`src/hw/kd_tree_pkg.sv`:
```
// k-d tree search package
// tree geometry, patch and node word widths, and node word field positions
// shared by the node table, the level stages and the top level

`default_nettype none

package kd_tree_pkg;

  // tree shape, 7 internal levels above 128 leaves
  localparam int tree_depth = 7;
  localparam int node_count = 127;
  localparam int leaf_count = 128;

  // index widths
  localparam int node_index_width = 7;
  localparam int leaf_index_width = 7;

  // patch layout
  // component d sits at bits d*component_width upward
  localparam int patch_dims      = 5;
  localparam int component_width = 11;
  localparam int patch_width     = patch_dims * component_width;

  // node word, split dimension above split value
  localparam int node_word_width = 14;
  localparam int split_value_lsb = 0;
  localparam int split_dim_lsb   = 11;
  localparam int split_dim_width = 3;

endpackage

`default_nettype wire
```
`src/hw/kd_level_stage.sv`:
```
// k-d tree level stage
// picks the patch component named by the node's split dimension, compares it
// against the split value and registers the child index for the next level

`timescale 1ns/1ps
`default_nettype none

module kd_level_stage #(
  parameter int level = 0
) (
  input  logic                                      clk,
  input  logic                                      rst_n,
  input  logic                                      in_valid,
  input  logic [kd_tree_pkg::patch_width-1:0]       in_patch,
  input  logic [kd_tree_pkg::node_index_width-1:0]  in_index,
  output logic [kd_tree_pkg::node_index_width-1:0]  node_index,
  input  logic [kd_tree_pkg::node_word_width-1:0]   node_word,
  output logic                                      out_valid,
  output logic [kd_tree_pkg::patch_width-1:0]       out_patch,
  output logic [kd_tree_pkg::node_index_width:0]    out_index
);

  // fields of the node being visited
  logic [kd_tree_pkg::split_dim_width-1:0] split_dim;
  logic [kd_tree_pkg::component_width-1:0] split_value;

  // selected patch component
  logic [kd_tree_pkg::component_width-1:0] component;

  // comparison result and next node
  logic                                    go_right;
  logic [kd_tree_pkg::node_index_width:0]  child_index;

  // ask the table for the node this patch is at
  assign node_index = in_index;

  assign split_dim   = node_word[kd_tree_pkg::split_dim_lsb +: kd_tree_pkg::split_dim_width];
  assign split_value = node_word[kd_tree_pkg::split_value_lsb +: kd_tree_pkg::component_width];

  // component mux over the patch dimensions
  // out of range dimension yields zero
  always_comb begin
    component = '0;
    for (int d = 0; d < kd_tree_pkg::patch_dims; d++) begin
      if (int'(split_dim) == d) begin
        component = in_patch[d * kd_tree_pkg::component_width +: kd_tree_pkg::component_width];
      end
    end
  end

  // ties go right
  assign go_right = (component >= split_value);

  // left child 2n+1, right child 2n+2
  assign child_index = {in_index, 1'b0} + (go_right ? 8'd2 : 8'd1);

  // valid travels with reset
  always_ff @(posedge clk) begin
    if (!rst_n) begin
      out_valid <= 1'b0;
    end else begin
      out_valid <= in_valid;
    end
  end

  // patch and index ride along with valid
  always_ff @(posedge clk) begin
    out_patch <= in_patch;
    out_index <= child_index;
  end

  // the previous stage must have handed over a node of this level,
  // nodes of level l are 2**l-1 up to 2**(l+1)-2
  a_index_in_level : assert property (
    @(posedge clk) disable iff (!rst_n)
    in_valid |-> ((int'(in_index) >= (1 << level) - 1) &&
                  (int'(in_index) <= (1 << (level + 1)) - 2))
  ) else $error("level %0d stage got node index %0d", level, in_index);

endmodule

`default_nettype wire

```
`config.mk`:
```
export PLATFORM = sky130hd
export DESIGN_NAME = kd_level_stage
export DESIGN_NICKNAME = d
export VERILOG_FILES = /design/src/hw/kd_tree_pkg.sv /design/src/hw/kd_level_stage.sv
export SDC_FILE = /design/constraint.sdc
export NUM_CORES = 1
export LEC_CHECK = 0
export BUFFER_PORTS_ARGS = -buffer_cell sky130_fd_sc_hd__buf_4
export CORE_ASPECT_RATIO = 0.6
export CORE_UTILIZATION = 30
export CTS_CLUSTER_SIZE = 16
export DETAILED_ROUTE_END_ITERATION = 6
export PLACE_DENSITY = 0.63
export SYNTH_ARGS = -nofsm -noshare
export SYNTH_HDL_FRONTEND = slang
export SYNTH_SLANG_ARGS = --single-unit
```
`constraint.sdc`:
```
create_clock -name clk -period 7.2 [get_ports clk]
set_input_delay 0.36 -clock clk [delete_from_list [all_inputs] [get_ports clk]]
set_output_delay 0.36 -clock clk [all_outputs]
set_load 0.01 [all_outputs]
```
# == Word-level counts from Yosys, hierarchy flattened ==
# Cells that the tools add are included.
# totals
output_inout_bits,71
inputBits,79
register_bits,64
# classes
reduce_logical,1
n_lt_le_gt_ge,1
mux,6
add_sub_neg,1
n_eq_ne,4
# ops
cell,count
$mux W11,5
$ge A11 B11 Y1,1
$eq A3 B3 Y1 const B,3
$add A8 B2 Y8,1
$eq A3 B2 Y1 const B,1
$logic_not A3 Y1,1
$mux W2,1

# == Depth between registers and ports, before layout ==
# logic_depth
ltp_word,9
depth_mapped,16

# == Worst setup path before layout ==
# No wires, ideal clock.
# synth_path
kind,input-to-reg
startpoint,in node_word[11] (netlist bit)
endpoint,reg out_index[7] (netlist bit)
path_slack_ns,4.236
cell_stages,12
t_arrival_ns,2.892
required_time_ns,7.128
path_buffers,1
cell_sequence,buf_6 mux4_1 a22o_1 ha_1 a2111oi_0 o211ai_1 o22a_1 ha_1 ha_1 and3_1 nand3_1 xnor2_1
# synth_via
elab_chain_len,9
# synth_rtl
element,line_no,text
start: declaration,kd_level_stage.sv:17,"input logic [kd_tree_pkg::node_word_width-1:0] node_word,"
$logic_not A3 Y1,kd_level_stage.sv:45,if (int'(split_dim) == d) begin
$mux W11 (4 in series),kd_level_stage.sv:45,
$mux W11 *,kd_level_stage.sv:45,
$ge A11 B11 Y1 *,kd_level_stage.sv:52,assign go_right = (component >= split_value);
$mux W2 *,kd_level_stage.sv:55,"assign child_index = {in_index, 1'b0} + (go_right ? 8'd2 : 8'd1);"
$add A8 B2 Y8 *,kd_level_stage.sv:55,
named net child_index (one bit),kd_level_stage.sv:32,logic [kd_tree_pkg::node_index_width:0] child_index;
end signal: assignment,kd_level_stage.sv:69,out_index <= child_index;
end: declaration,kd_level_stage.sv:20,output logic [kd_tree_pkg::node_index_width:0] out_index
# Mark *: on every way through the listed nets, which the timed path passes. The rest lies on a longest branch.
# A chain may end at the register's enable or synchronous reset.

# == Final worst setup path ==
# layout_path
startpoint,in node_word[13] (netlist bit)
endpoint,reg out_index[7] (netlist bit)
# The elaborated chain is that of the path after synthesis.

==> results.py <==
metrics = {
    "run_status": {
        "status": "complete, no violations",
    },
    "die": {
        "num_rows": 23,
        "io_pins": 150,
        "die_x_um": 111,
        "dieArea_mm2": 0.00744,
        "core_mm2": 0.00676,
        "die_y_um": 67.2,
        "initial_core_util_pct": 31.5,
    },
    "cts": {
        "post-cts-setup-buffers": 0,
        "cts_resized": 0,
        "max-clock-path-buffers": 2,
        "cts_max_level": 3,
        "cts_root_buf": "clkbuf_16",
        "cts-buffers-inserted": 9,
        "tritoncts": "done",
        "clkTransAtPathRegs_ps": 50,
        "clkSinkCount": 64,
        "hold_buffers": 0,
    },
    "route": {
        "totalWireLength_um": 5700,
        "ant_nets": 0,
        "route.detailed.drc": 0,
        "routed_wire_length_per_instance_um": 14.6,
        "vias": 1706,
        "drtIter0Drc": 74,
        "via_per_inst": 4.37,
        "first_pass_iters": 4,
    },
    "timing": {
        "slew_headroom_pct": 46.4,
        "hold_viol": 0,
        "finalSetupViolations": 0,
        "tns_ps": 0,
        "rsz0062_at_grt": "false",
        "drv_slew": 0,
        "fmax_mhz": 321,
        "period_minus_slack_ps": 3120,
        "worst_slack_ps": 4080,
        "worstMarginPinSlew_ps": 800,
        "min_period_over_period_pct": 43.3,
    },
    "synthesis": {
        "synth_top_area_share_pct": 60.2,
        "ys_seq_area_share_pct": 60.2,
        "yosysUniqueCellTypes": 31,
        "synthCells": 153,
        "ys_top_cells_by_area": "dfxtp_1 (60%), ha_1 (7.6%), mux4_2 (7.4%)",
        "yosys.area.top_type": "dfxtp_1",
        "syn_area_per_cell_um2": 13.9,
        "synth_enable_flop_cells": 0,
        "synth_ff_type": "dfxtp_1",
        "synth_nets": 245,
        "yosys_warnings": 0,
        "synthArstFlopShare_pct": 0,
        "syn_area_mm2": 0.00213,
        "yosys_register_bits": 64,
        "synth.most_common_cell": "dfxtp_1",
        "synth_common_cells": "dfxtp_1 (64), ha_1 (13), inv_1 (12), a22o_1 (10)",
    },
    "layout": {
        "drive_gt1_share_pct": 56.1,
        "syn_to_final_growth_pct": 65.5,
        "diodes": 0,
        "nNetsFinal": 393,
        "fill_cells": 603,
        "multi_input_area_um2": 704,
        "design_area_mm2": 0.00352,
        "final-seq-area_mm2": 0.00128,
    },
    "critical_path": {
        "end_kind": "register",
        "cp_max_fo": 12,
        "worst_setup_path_start_kind": "input pin",
        "crit_type": "input pin to register",
        "cp_data_required_time_ps": 7450,
        "crit_path_start": "node_word[13]",
        "arrival_ps": 3370,
    },
    "global_route": {
        "grt_pass1_vias": 1686,
        "grt_overflow": 0,
        "antenna_found_initial": 0,
        "track_usage_pct": 16.3,
        "grt_max_degree": 16,
        "grt_pass1_wl_um": 8740,
    },
    "power": {
        "powerDensity_mw_per_mm2": 254,
        "leakagePower_nw": 1.76,
        "p_total_uw": 896,
        "peakVddDrop_mv": 0.178,
    },
    "worst_hold_path": {
        "hp-start": "in_patch[39]",
        "hold_path_class": "input pin to register",
        "min_path_cells": 1,
        "min_to": "out_patch[39]$_DFF_P_",
    },
    "place": {
        "hpwl_um": 4500,
        "place_area_mm2": 0.00326,
        "post-place-ws_ps": 3690,
        "place_congestion": 0.722,
        "port_buffers": 149,
    },
    "run": {
        "cap_viol_max_count": 0,
    },
}
[per-stage QoR]
stage / utilization [%] / hold slack [ps] / std cells
4_1_cts: 52.0 / 133 / 390
3_3_place_gp: 48.2 / 472 / 377
3_5_place_dp: 48.2 / 473 / 377
2_1_floorplan: - / 388 / 153
5_1_grt: 52.0 / 126 / 390
6_report: 52.0 / 144 / 390
[layer usage]
metal | up-vias | track usage, % | wire (um)
met2 | 104 | 23.0 | 2380
li1 | 835 | - | -
met5 | - | 0 | 0
met4 | 0 | 4.00 | 45
met1 | 762 | 20.2 | 2630
met3 | 5 | 11.0 | 648
[sequential cells by signal, indices dropped and copies added (netlist names)]
signal and flops:
out_index 8, out_patch 55, out_valid 1
[worst max-delay path, stage by stage]
cell and delay, ps:
buf_4 90, inv_1 210, nor3_2 680, a22o_1 250, ha_1 230, a2111oi_0 390, o211ai_1 170, o22a_1 200
ha_1 200, ha_1 210, and3_1 170, nand3_1 90, xnor2_1 110
[area by class of cell]
cell class                 instances  area share (%)
sequential                        64            36.4
timing repair buffer             149            31.8
multi-input combinational         65            20.0
clock buffer                      12            7.29
tap                               87            3.09
inverter                          12            1.28
clock inverter                     1           0.142
[cell usage in the layout (no fill, tap or decap)]
cell type / netlist / final
buf_4: 7 / 149
clkinv_2: 0 / 1
a21oi_1: 1 / 1
nand2_1: 2 / 2
nor2_1: 3 / 3
and2_1: 1 / 1
ha_1: 13 / 13
a211oi_1: 1 / 1
clkbuf_8: 0 / 2
mux2i_1: 1 / 1
xor2_1: 3 / 3
a22o_1: 10 / 10
o22ai_1: 1 / 1
a31oi_1: 2 / 2
clkbuf_16: 0 / 9
xnor2_1: 2 / 2
o21a_1: 2 / 2
inv_1: 12 / 12
o22a_1: 1 / 1
o211ai_1: 2 / 2
nand3_1: 3 / 3
dfxtp_1: 64 / 64
mux4_2: 7 / 7
a21o_1: 1 / 1
o21ai_0: 1 / 1
mux4_1: 3 / 3
o22a_2: 1 / 1
and3_1: 2 / 2
clkbuf_1: 2 / 1
nor3_2: 1 / 1
a2111oi_0: 1 / 1
[kinds of logic (layout without fill, tap and decap cells)]
kind of cell	Yosys count	in the layout	share of synthesized area (%)
multiplexers	11	11	11.6
adder cells (fa/ha/maj)	13	13	7.65
buffers and inverters	24	174	6.65
AO/OA/AOI/OAI	24	24	8.88
XOR/XNOR	5	5	2.06
AND/OR/NAND/NOR	12	12	2.94
flip-flops	64	64	60.2
[power by group]
group	switching [mW]	internal [mW]
sequential	0.00563	0.377
clock	0.137	0.244
combinational	0.0537	0.0782
total	0.196	0.699
[worst max-delay path by stage]
| stage | end | slack (ps) | cells past startpoint |
|---|---|---|---|
| 2_1_floorplan | out_index[7]$_DFF_P_ | 4240 | 12 |
| 3_3_place_gp | out_index[7]$_DFF_P_ | 3700 | 13 |
| 3_5_place_dp | out_index[7]$_DFF_P_ | 3690 | 13 |
| 4_1_cts | out_index[7]$_DFF_P_ | 4040 | 13 |
| 5_1_grt | out_index[7]$_DFF_P_ | 3780 | 13 |
| 6_report | out_index[7]$_DFF_P_ | 4080 | 13 |
(Power assumes the default switching activity.)
